File: src/hw/bgPkg.sv
package bgPkg;

  ////////////////////
  // Scan geometry, 640x480 raster
  ////////////////////

  // Horizontal, in pixels
  localparam logic [9:0] hActive     = 10'd640;
  localparam logic [9:0] hFrontPorch = 10'd16;
  localparam logic [9:0] hSyncLen    = 10'd96;
  localparam logic [9:0] hTotal      = 10'd800;

  // Vertical, in lines
  localparam logic [9:0] vActive     = 10'd480;
  localparam logic [9:0] vFrontPorch = 10'd10;
  localparam logic [9:0] vSyncLen    = 10'd2;
  localparam logic [9:0] vTotal      = 10'd525;

  // Derived sync windows, end is exclusive
  localparam logic [9:0] hSyncStart = hActive + hFrontPorch;
  localparam logic [9:0] hSyncEnd   = hSyncStart + hSyncLen;
  localparam logic [9:0] vSyncStart = vActive + vFrontPorch;
  localparam logic [9:0] vSyncEnd   = vSyncStart + vSyncLen;

  // Last counter values before wrap
  localparam logic [9:0] hLast = hTotal - 10'd1;
  localparam logic [9:0] vLast = vTotal - 10'd1;

  ////////////////////
  // Background bands, row numbers
  ////////////////////
  localparam logic [9:0] skyEnd    = 10'd429;
  localparam logic [9:0] dirtLine  = 10'd429;
  localparam logic [9:0] grassTop  = 10'd430;
  localparam logic [9:0] groundTop = 10'd450;

  // Stripe lit for phase 0..8 of every 16
  localparam int         stripePeriod = 16;
  localparam logic [3:0] stripeOn     = 4'd8;

  ////////////////////
  // Types
  ////////////////////
  typedef logic [9:0] coordT;
  typedef logic [3:0] offsetT;
  typedef logic [1:0] speedT;

  // Host register map
  typedef enum logic [1:0] {
    regCtrl  = 2'd0,
    regSpeed = 2'd1
  } regAddrT;

  // Scan position with its syncs, 23 bits
  typedef struct packed {
    coordT x;
    coordT y;
    logic  active;
    logic  hSyncN;
    logic  vSyncN;
  } scanT;

  typedef struct packed {
    logic r;
    logic g;
    logic b;
  } rgbT;

  // Output pixel, colour plus aligned scan
  typedef struct packed {
    rgbT  rgb;
    scanT scan;
  } pixelT;

  typedef struct packed {
    logic  run;
    speedT speed;
  } bgCfgT;

  // Scan state out of reset, syncs idle high
  localparam scanT scanReset = '{x: 10'd0, y: 10'd0, active: 1'b0, hSyncN: 1'b1, vSyncN: 1'b1};

endpackage

File: src/hw/scanTiming.sv
module scanTiming (
  input  logic        Clks,
  input  logic        rstN,
  output bgPkg::scanT scan,
  output logic        frameEnd
);

  import bgPkg::*;

  ////////////////////
  // Next counter values
  ////////////////////
  coordT xNext;
  coordT yNext;
  logic  lineEnd;
  logic  hSyncNext;
  logic  vSyncNext;
  logic  activeNext;

  // Last pixel of the line
  assign lineEnd = (scan.x == hLast);

  always_comb
  begin
    // x wraps at 799
    if (lineEnd)
    begin
      xNext = '0;
    end
    else
    begin
      xNext = scan.x + 10'd1;
    end

    // y only moves on the x wrap
    yNext = scan.y;
    if (lineEnd)
    begin
      if (scan.y == vLast)
      begin
        yNext = '0;
      end
      else
      begin
        yNext = scan.y + 10'd1;
      end
    end
  end

  // Syncs and active from next values, so they land with the counters
  assign hSyncNext  = (xNext >= hSyncStart) && (xNext < hSyncEnd);
  assign vSyncNext  = (yNext >= vSyncStart) && (yNext < vSyncEnd);
  assign activeNext = (xNext < hActive) && (yNext < vActive);

  ////////////////////
  // Scan register
  ////////////////////
  always_ff @(posedge Clks)
  begin
    if (!rstN)
    begin
      scan <= scanReset;
    end
    else
    begin
      scan.x      <= xNext;
      scan.y      <= yNext;
      scan.active <= activeNext;
      // Both syncs active low
      scan.hSyncN <= !hSyncNext;
      scan.vSyncN <= !vSyncNext;
    end
  end

  // Last pixel of the frame
  assign frameEnd = lineEnd && (scan.y == vLast);

endmodule

File: src/hw/bgRegs.sv
module bgRegs (
  input  logic           Clks,
  input  logic           rstN,
  input  logic           regWr,
  input  bgPkg::regAddrT regAddr,
  input  logic [7:0]     regData,
  output bgPkg::bgCfgT   cfg
);

  import bgPkg::*;

  ////////////////////
  // Stored fields
  ////////////////////

  // Game running, scroll enabled
  logic  runQ;
  // Offset step per frame
  speedT speedQ;

  // Write decode
  logic ctrlWr;
  logic speedWr;

  always_comb
  begin
    ctrlWr  = 1'b0;
    speedWr = 1'b0;
    if (regWr)
    begin
      case (regAddr)
        regCtrl:  ctrlWr  = 1'b1;
        regSpeed: speedWr = 1'b1;
        // Unmapped addresses dropped
        default:  ;
      endcase
    end
  end

  always_ff @(posedge Clks)
  begin
    if (!rstN)
    begin
      runQ   <= 1'b0;
      speedQ <= '0;
    end
    else
    begin
      if (ctrlWr)
      begin
        runQ <= regData[0];
      end
      if (speedWr)
      begin
        speedQ <= regData[1:0];
      end
    end
  end

  // Visible the cycle after the strobe
  assign cfg = '{run: runQ, speed: speedQ};

endmodule

File: src/hw/drawBackground.sv
module drawBackground (
  input  logic         Clks,
  input  logic         rstN,
  input  bgPkg::scanT  scan,
  input  logic         frameEnd,
  input  bgPkg::bgCfgT cfg,
  output bgPkg::pixelT pixel
);

  import bgPkg::*;

  ////////////////////
  // Grass scroll offset
  ////////////////////
  offsetT offset;

  // One offset per frame, stepped on the last pixel
  always_ff @(posedge Clks)
  begin
    if (!rstN)
    begin
      offset <= '0;
    end
    else if (frameEnd && cfg.run)
    begin
      // Wraps at 16 by width
      offset <= offset + offsetT'(cfg.speed);
    end
  end

  ////////////////////
  // Band classification
  ////////////////////
  logic   sky;
  logic   dirt;
  logic   grass;
  logic   ground;
  logic   stripe;
  coordT  phaseSum;
  offsetT phase;

  // Rows only, active gating comes later
  assign sky    = (scan.y < skyEnd);
  assign dirt   = (scan.y == dirtLine);
  assign grass  = (scan.y >= grassTop) && (scan.y < groundTop);
  assign ground = (scan.y >= groundTop) && (scan.y < vActive);

  // Diagonal phase, half slope in y
  // Overflow past 1023 keeps the low 4 bits intact
  assign phaseSum = scan.x + (scan.y >> 1) + coordT'(offset);
  assign phase    = offsetT'(phaseSum % stripePeriod);

  // Lit part of each stripe period
  assign stripe = grass && (phase <= stripeOn);

  ////////////////////
  // Colour
  ////////////////////
  rgbT colour;

  always_comb
  begin
    colour = '0;
    if (scan.active)
    begin
      // Red adds the fine checker in the sky
      colour.r = stripe | ground | (scan.x[0] ^ scan.y[0]);
      colour.g = sky | dirt | grass | ground;
      colour.b = sky | stripe;
    end
  end

  ////////////////////
  // Output register
  ////////////////////

  // Colour and its scan position leave together, one cycle late
  always_ff @(posedge Clks)
  begin
    if (!rstN)
    begin
      pixel.rgb  <= '0;
      pixel.scan <= scanReset;
    end
    else
    begin
      pixel.rgb  <= colour;
      pixel.scan <= scan;
    end
  end

endmodule

File: src/hw/bgTop.sv
module bgTop (
  input  logic           Clks,
  input  logic           rstN,
  input  logic           regWr,
  input  bgPkg::regAddrT regAddr,
  input  logic [7:0]     regData,
  output bgPkg::pixelT   pixel
);

  import bgPkg::*;

  ////////////////////
  // Internal wires
  ////////////////////
  scanT  scan;
  logic  frameEnd;
  bgCfgT cfg;

  // Raster counters and syncs
  scanTiming i_scanTiming (
    .Clks     (Clks),
    .rstN     (rstN),
    .scan     (scan),
    .frameEnd (frameEnd)
  );

  // Host configuration
  bgRegs i_bgRegs (
    .Clks    (Clks),
    .rstN    (rstN),
    .regWr   (regWr),
    .regAddr (regAddr),
    .regData (regData),
    .cfg     (cfg)
  );

  // Background colour, one cycle behind the scan
  drawBackground i_drawBackground (
    .Clks     (Clks),
    .rstN     (rstN),
    .scan     (scan),
    .frameEnd (frameEnd),
    .cfg      (cfg),
    .pixel    (pixel)
  );

endmodule

File: config.mk
export PLATFORM = sky130hd
export DESIGN_NAME = bgTop
export DESIGN_NICKNAME = d
export VERILOG_FILES = /design/src/hw/bgPkg.sv /design/src/hw/scanTiming.sv /design/src/hw/bgRegs.sv /design/src/hw/drawBackground.sv /design/src/hw/bgTop.sv
export SDC_FILE = /design/constraint.sdc
export NUM_CORES = 1
export LEC_CHECK = 0
export ABC_AREA = 1
export ABC_CLOCK_PERIOD_IN_PS = 2200
export BUFFER_PORTS_ARGS = -buffer_cell sky130_fd_sc_hd__buf_2
export CAP_MARGIN = 20
export CELL_PAD_IN_SITES_DETAIL_PLACEMENT = 1
export CELL_PAD_IN_SITES_GLOBAL_PLACEMENT = 2
export CORE_MARGIN = 2
export CORE_UTILIZATION = 29
export DETAILED_ROUTE_END_ITERATION = 10
export PLACE_DENSITY_LB_ADDON = 0.1
export SLEW_MARGIN = 20
export SYNTH_ARGS = -nofsm -noshare
export SYNTH_HDL_FRONTEND = slang
export SYNTH_SLANG_ARGS = --single-unit
export TNS_END_PERCENT = 30
File: constraint.sdc
create_clock -name Clks -period 2.2 [get_ports Clks]
set_input_delay 0.33 -clock Clks [delete_from_list [all_inputs] [get_ports Clks]]
set_output_delay 0.33 -clock Clks [all_outputs]
set_load 0.02 [all_outputs]
==> results by group, run 1 <==
Global routing
  – Maximum number of pins on one net before global-route repair: 20
  – GRT Residual Overflow: 0
  – Met1 track utilization from global routing: 19.13%
  – Number of global-route vias before repair: 2404
  – Fraction of met2 tracks used by global routing: 25.18%
  – Number of antenna violations at the first check in global routing: 0
  – All-layer global routing usage: 14.62%
  – First-pass GRT wire length: 11.63 mm
  – Fraction of met3 tracks used by global routing: 2.427%
  – Busiest grt layer: met2

Clock network
  – Clock Pin Slew Worst Setup and Hold Paths: 0.11 ns
  – Clock buffers created by TritonCTS: 5
  – Clock sink total: 56
  – Cell at the root of the clock tree: clkbuf_8
  – Clock latency of the later-clocked register in the worst-skew pair: 0.32 ns
  – H-tree level count: 2
  – Clock tree from TritonCTS: built
  – Maximum number of buffers from clock root to sink: 2

Floorplan
  – CORE AREA: 9196 um^2
  – Placement Rows: 35
  – Die extent in x: 101.0 um
  – IO Count: 39
  – Starting density of the core: 29.66%
  – Overall die height: 101.0 um
  – Die area: 10200 um^2

Detailed routing
  – Vias: 2362
  – Routed Antenna Nets: 0
  – Final Routed Wirelength: 6.983 mm
  – First-pass detailed-route iteration total: 4
  – Detail-routed via count per cell: 4.457
  – Avg WL per Cell: 13.18 um
  – DRC violation total after the first TritonRoute iteration: 51
  – DRC Markers: 0

Setup path
  – CP max-delay cell: fa_1
  – Launch point of the worst path: i_drawBackground.offset[1]$_SDFFE_PN0P_
  – Crit path launch type: register
  – Biggest cell delay along the critical path: 0.54 ns
  – CP endpoint kind: register
  – Family with the most delay on the worst path: adder cells
  – Critical path buffers and inverters: 0
  – Critical path arrival: 2.35 ns
  – Worst Path Max Fanout: 2
  – Worst r2r src: i_drawBackground.offset[1]$_SDFFE_PN0P_
  – Most frequent CP cell: fa_1
  – Required time at the endpoint of the critical path: 2.45 ns
  – Critical Setup Path Class: reg -> reg
  – Cells along the critical path: fa_1 -> ha_2 -> fa_1 -> or3_1 -> nand3_2 -> nand2_2 -> a21oi_2

STA
  – Worst-case headroom to the max-slew limit: 65.35%
  – Final min period: 2.094 ns
  – Number of pins exceeding their max-slew limit in the final report: 0
  – Setup slack of the critical path after layout: 0.1057 ns
  – Final count of negative-setup-slack endpoints: 0
  – Max Clock Freq: 477.5 MHz
  – Setup skew after layout: 0.01339 ns
  – Least-Margin Pin Slew: 0.5179 ns
  – Final Cycle Share: 95.20%
  – Final hold violations: 0

Synthesis
  – Net count of the mapped netlist: 401
  – Count leader, synth: nand2_1
  – Ys async rst share: 0%
  – Largest cells by area after synthesis: dfxtp_1, nand2_1, inv_1
  – Cell count after synthesis: 374
  – Netlist area before placement: 2728 um^2
  – Top cell type's share of synthesized area: 41.10%
  – Biggest area consumer among synthesized cells: dfxtp_1
  – Sequential fraction of the synthesis area: 41.10%
  – Most used DFF post-synth: dfxtp_1
  – Number of enable-type register cells in the synthesized netlist: 0
  – Mean post-synth cell area: 7.293 um^2
  – Number of synthesized register bits: 56
  – Most numerous cell types in the synthesized netlist: nand2_1, inv_1, dfxtp_1
  – Post-synthesis cell type count: 35
  – Synth warnings: 0

Cells and area
  – Final net count: 445
  – Area growth from synthesis to layout: 17.43%
  – Final standard cell count with taps included and fillers excluded: 530
  – Number of diodes added for antenna fixing: 0
  – Proportion of layout cells with a drive suffix above 1: 18.85%

Placed design
  – Dpl hpwl: 5.434 mm
  – Final weighted congestion in routability-driven placement: 0.7142
  – Worst slack at placement: -0.01290 ns
  – Count of port buffers added during placement: 32
  – Placed cell count: 521

Power
  – Internal Pwr Total: 1.294 mW
  – Worst VDD drop: 238.1 uV
  – Power share of the combinational group: 5.1%
  – Power share of the sequential group: 60.0%
  – Relative contribution of the clock network to total power: 34.9%
  – Switching power: 0.4341 mW
  – Static leakage: 1.701 nW
  – Net switching share of the total power: 25.11%
  – Total power divided by cell area: 539.6 nW/um^2

Flow run
  – Count of maximum capacitance violations: 0

Hold path
  – Worst hold path startpoint: regData[0]
  – Min-Delay Path Class: in -> reg

Outcome
  – Run status: finished, final reports clean
## sequential cells by signal, summed over array words and instances (netlist names)
| register | count |
|---|---|
| i_bgRegs.runQ | 1 |
| i_bgRegs.speedQ | 2 |
| i_drawBackground.offset | 4 |
| i_drawBackground.pixel | 26 |
| i_scanTiming.scan | 23 |
## path summary, 6_finish.rpt
kind	endpoint	cells after the start	slack, ns
max	i_drawBackground.pixel[23]$_SDFF_PN0_	7	0.11
min	i_bgRegs.speedQ[0]$_SDFFE_PN0P_	3	0.28
max reg2reg	i_drawBackground.pixel[23]$_SDFF_PN0_	7	0.11
min reg2reg	i_drawBackground.pixel[1]$_SDFF_PN1_	1	0.43
## logic make-up after synthesis
logic type | Yosys count | share of synthesized area (%)
buf+inv | 77 | 11.10
compound gates | 26 | 5.321
fa+ha+maj | 14 | 7.798
simple gates | 196 | 33.07
flops | 56 | 41.10
xor+xnor | 5 | 1.606
## layer usage
layer	routed length [um]	part of all wire, %
met5	0	0
met4	55	0.79
met3	157	2.2
met2	3261	47
met1	3508	50
## timing repair
action                                 in CTS  in global routing
hold buffers                                0                  0
pin swaps                                   0                  1
endpoints found under the hold margin       0                  0
setup endpoints to repair                   2                  2
setup buffers                               1                  0
resized for setup                           2                  5
## area by class of cell
class | instances | area [um^2]
flip-flops and latches | 56 | 1124
inverters | 68 | 259.0
clock inverters | 3 | 26.28
multi-input cells | 241 | 1321
clock buffers | 5 | 68.82
repair buffers | 46 | 265.3
fillers | 1170 | 5993
well taps | 111 | 138.9
## cell usage in the layout (no fill, tap or decap), types with 2 or more instances in the layout
cell	synthesis	layout
inv_2	2	2
dfxtp_2	0	2
clkinv_4	0	2
or2_2	3	3
inv_1	63	63
nand3_1	27	26
xor2_1	3	3
ha_1	9	8
o21ai_0	9	9
a211oi_1	3	3
dfxtp_1	56	54
a21oi_1	10	8
buf_2	2	32
buf_4	0	14
nand2_2	3	4
nor2_2	3	3
nor2_8	2	2
nand3b_1	2	2
nor2_1	50	50
xnor2_1	2	2
o211ai_1	2	2
nand4_1	7	7
fa_1	5	5
a21oi_2	0	2
nand2_1	89	88
clkbuf_8	0	5
nor3_1	4	4
## power by group through the flow
stage	Sequential [mW]	Clock (mW)	Combinational, mW
global route	1.04	0.669	0.102
CTS	1.04	0.642	0.0892
global placement	1.06	0	0.0890
floorplan	1.07	0	0.0393
finish	1.04	0.603	0.0885
detailed placement	1.06	0	0.0888
## metrics by stage
step / hold slack [ns] / power [mW] / TNS (ns) / utilization [%] / area (um^2)
final: 0.2751 / 1.729 / 0 / 34.83 / 3203
after global routing: 0.3200 / 1.810 / -0.007969 / 34.83 / 3203
after CTS: 0.2641 / 1.769 / 0 / 34.64 / 3186
after global placement: 0.4025 / 1.149 / 0 / 33.50 / 3080
after floorplan: 0.3925 / 1.108 / 0 / - / 2728
after detailed placement: 0.4063 / 1.149 / -0.01290 / 33.50 / 3080
## tightest hold or removal path, cell delays in order
cell	delay (ns)
buf_2	0.09
nor2_1	0.04
nor2_1	0.09
Power figures use the tool's default switching activity.
==> run 2: changes to the inputs <==
- ABC_CLOCK_PERIOD_IN_PS: 2200 -> 2700
- CORE_UTILIZATION: 29 -> 34
- clock period: 2.2 -> 2.7 ns (I/O delays scaled with it)
==> results by group, run 2 (synthesis results as in run 1) <==
Floorplan
  – Overall die height: 93.57 um (was 101.0 um)
  – IO Count: 39 (unchanged)
  – Placement Rows: 32 (was 35)
  – Starting density of the core: 35.12% (was 29.66%)
  – Die area: 8754 um^2 (was 10200 um^2)
  – Die extent in x: 93.57 um (was 101.0 um)
  – CORE AREA: 7767 um^2 (was 9196 um^2)

Placed design
  – Final weighted congestion in routability-driven placement: 0.7555 (was 0.7142)
  – Count of port buffers added during placement: 32 (unchanged)
  – Placed cell areas: 3002 um^2 (was 3080 um^2)
  – Dpl hpwl: 5.121 mm (was 5.434 mm)
  – Worst slack at placement: 0.4776 ns (was -0.01290 ns)

Clock network
  – Clock tree from TritonCTS: built (unchanged)
  – Clock buffers created by TritonCTS: 5 (unchanged)
  – Number of post-CTS setup repair buffers: 0 (was 1)
  – Clock Pin Slew Worst Setup and Hold Paths: 0.11 ns (about the same)
  – CTS resizes: 0 (was 2)
  – Cell at the root of the clock tree: clkbuf_8 (unchanged)
  – Hold-fix buffers, CTS: 0 (unchanged)
  – Clock latency of the later-clocked register in the worst-skew pair: 0.31 ns (was 0.32 ns)
  – Maximum number of buffers from clock root to sink: 2 (unchanged)
  – H-tree level count: 2 (unchanged)
  – Clock sink total: 56 (unchanged)

STA
  – Setup slack of the critical path after layout: 0.4671 ns (was 0.1057 ns)
  – Max Clock Freq: 447.9 MHz (was 477.5 MHz)
  – Worst-case headroom to the max-slew limit: 66.18% (was 65.35%)
  – Worst hold margin: 0.3309 ns (was 0.2751 ns)
  – Aggregate negative setup slack: 0 ns (unchanged)
  – Number of pins exceeding their max-slew limit in the final report: 0 (unchanged)
  – Final Cycle Share: 82.70% (was 95.20%)
  – Final min period: 2.233 ns (was 2.094 ns)
  – Final hold violations: 0 (unchanged)
  – Least-Margin Pin Slew: 0.5055 ns (was 0.5179 ns)
  – RSZ-0062 raised after global routing: false
  – Final count of negative-setup-slack endpoints: 0 (unchanged)
  – Setup skew after layout: 0.009917 ns (was 0.01339 ns)

Power
  – Internal Pwr Total: 1.055 mW (was 1.294 mW)
  – Power share of the sequential group: 60.3% (was 60.0%)
  – Total power divided by cell area: 453.7 nW/um^2 (was 539.6 nW/um^2)
  – Power share of the combinational group: 4.2% (was 5.1%)
  – Relative contribution of the clock network to total power: 35.5% (was 34.9%)
  – Net switching share of the total power: 24.96% (was 25.11%)
  – Static leakage: 1.652 nW (was 1.701 nW)
  – Sum of internal, switching and leakage power: 1.406 mW (was 1.729 mW)
  – Worst VDD drop: 205.9 uV (was 238.1 uV)
  – Switching power: 0.3509 mW (was 0.4341 mW)

Hold path
  – Min-Delay Path Class: in -> reg (unchanged)
  – Worst hold path startpoint: regData[0] (unchanged)
  – Worst hold endpoint: i_bgRegs.speedQ[0]$_SDFFE_PN0P_ (unchanged)
  – Worst hold path cell count: 3 (unchanged)

Setup path
  – CP endpoint kind: register (unchanged)
  – R2r endpoint: i_drawBackground.pixel[23]$_SDFF_PN0_ (unchanged)
  – Worst setup slack for register-to-register paths: 0.47 ns (was 0.11 ns)
  – Depth of the most critical reg-to-reg path: 7 (unchanged)
  – Critical Setup Path Class: reg -> reg (unchanged)
  – Most frequent CP cell: fa_1 (unchanged)
  – Worst r2r src: i_scanTiming.scan[14]$_SDFF_PN0_ (was i_drawBackground.offset[1]$_SDFFE_PN0P_)
  – Critical path arrival: 2.49 ns (was 2.35 ns)
  – CP max-delay cell: dfxtp_1 (was fa_1)
  – Crit path launch type: register (unchanged)
  – Required time at the endpoint of the critical path: 2.96 ns (was 2.45 ns)
  – Biggest cell delay along the critical path: 0.45 ns (was 0.54 ns)
  – Worst Path Max Fanout: 4 (was 2)
  – Cells along the critical path: fa_1 -> ha_1 -> fa_1 -> or3_1 -> nand3_1 -> nand2_1 -> a21oi_1 (was fa_1 -> ha_2 -> fa_1 -> or3_1 -> nand3_2 -> nand2_2 -> a21oi_2)

Detailed routing
  – Detail-routed via count per cell: 4.548 (was 4.457)
  – DRC violation total after the first TritonRoute iteration: 73 (was 51)
  – Avg WL per Cell: 13.04 um (was 13.18 um)
  – First-pass detailed-route iteration total: 4 (unchanged)
  – Routed Antenna Nets: 0 (unchanged)
  – Vias: 2324 (was 2362)
  – Final Routed Wirelength: 6.662 mm (was 6.983 mm)
  – DRC Markers: 0 (unchanged)

Global routing
  – First-pass GRT wire length: 11.78 mm (was 11.63 mm)
  – Number of global-route vias before repair: 2433 (was 2404)
  – All-layer global routing usage: 17.04% (was 14.62%)
  – Maximum number of pins on one net before global-route repair: 21 (was 20)
  – Number of antenna violations at the first check in global routing: 0 (unchanged)
  – GRT Residual Overflow: 0 (unchanged)

Outcome
  – Run status: finished, final reports clean (unchanged)

Cells and area
  – Top library cells by usage in the layout, fill and taps aside: nand2_1, inv_1, dfxtp_1 (unchanged)
  – Number of flip-flops under the largest register name: 26 (unchanged)
  – Final net count: 435 (was 445)
  – Most common cell after layout, fill and taps aside: nand2_1 (unchanged)
  – Proportion of layout cells with a drive suffix above 1: 15.16% (was 18.85%)
  – Biggest register: i_drawBackground.pixel (unchanged)
  – Filler cells: 985 (was 1170)
  – Number of diodes added for antenna fixing: 0 (unchanged)
  – Area growth from synthesis to layout: 13.62% (was 17.43%)
  – Final standard cell area without fillers: 3099 um^2 (was 3203 um^2)
  – Top flop regs: i_drawBackground.pixel x26, i_scanTiming.scan x23, i_drawBackground.offset x4 (unchanged)

Flow run
  – Count of maximum capacitance violations: 0 (unchanged)
-- run 2: changes by cell type in the layout (fill, tap and decap cells not counted), moves of 2 or more --
cell,previous run,this run
buf_4,14,4
dfxtp_2,2,0
clkinv_4,2,0
a21oi_1,8,10
dfxtp_1,54,56
a21oi_2,2,0
-- run 2: power groups by stage --
| stage | registers [mW] | clock network (mW) | logic (mW) |
|---|---|---|---|
| floorplan | 0.871 | 0 | 0.0320 |
| global placement | 0.867 | 0 | 0.0600 |
| detailed placement | 0.867 | 0 | 0.0617 |
| CTS | 0.849 | 0.529 | 0.0619 |
| global route | 0.851 | 0.560 | 0.0700 |
| finish | 0.848 | 0.499 | 0.0596 |
-- run 2: layout make-up --
cell class | instances | area, um^2 | area share [%]
clock inverters | 3 | 28.78 | 0.9285
inverters | 68 | 259.0 | 8.357
multi-input cells | 241 | 1304 | 42.07
flip-flops and latches | 56 | 1121 | 36.17
well taps | 102 | 127.6 | 4.118
repair buffers | 36 | 190.2 | 6.136
clock buffers | 5 | 68.82 | 2.220
-- run 2: metal layers --
layer | global-route usage [%] | share of wire [%] | vias to the layer above
met3 | 2.417 | 2.8 | 6
met1 | 21.77 | 48 | 1067
met4 | 4.831 | 1.2 | 0
met5 | 0 | 0 | -
met2 | 29.92 | 48 | 33
li1 | - | - | 1218
-- run 2: how the worst max path moves through the flow --
stage                                          start                                    end  slack, ns
finish              i_scanTiming.scan[14]$_SDFF_PN0_  i_drawBackground.pixel[23]$_SDFF_PN0_       0.47
global route         i_scanTiming.scan[4]$_SDFF_PN0_        i_scanTiming.scan[0]$_SDFF_PN1_       0.29
CTS                 i_scanTiming.scan[14]$_SDFF_PN0_  i_drawBackground.pixel[25]$_SDFF_PN0_       0.44
detailed placement  i_scanTiming.scan[14]$_SDFF_PN0_  i_drawBackground.pixel[23]$_SDFF_PN0_       0.48
global placement    i_scanTiming.scan[14]$_SDFF_PN0_  i_drawBackground.pixel[23]$_SDFF_PN0_       0.50
floorplan            i_scanTiming.scan[5]$_SDFF_PN0_  i_drawBackground.pixel[23]$_SDFF_PN0_       0.54
-- run 2: per-stage QoR --
step | cells | util (%)
after floorplan | 374 | -
after global placement | 503 | 38.64
after detailed placement | 503 | 38.64
after CTS | 511 | 39.90
after global routing | 511 | 39.90
final | 511 | 39.90
-- run 2: worst max-delay path: cells and delay by family, from the launching register on --
kind | cells | cell delay, ns
AOI/OAI and AO/OA | 1 | 0.11
adders and majority gates | 3 | 1.08
and+or+nand+nor | 3 | 0.53
DFF | 1 | 0.45
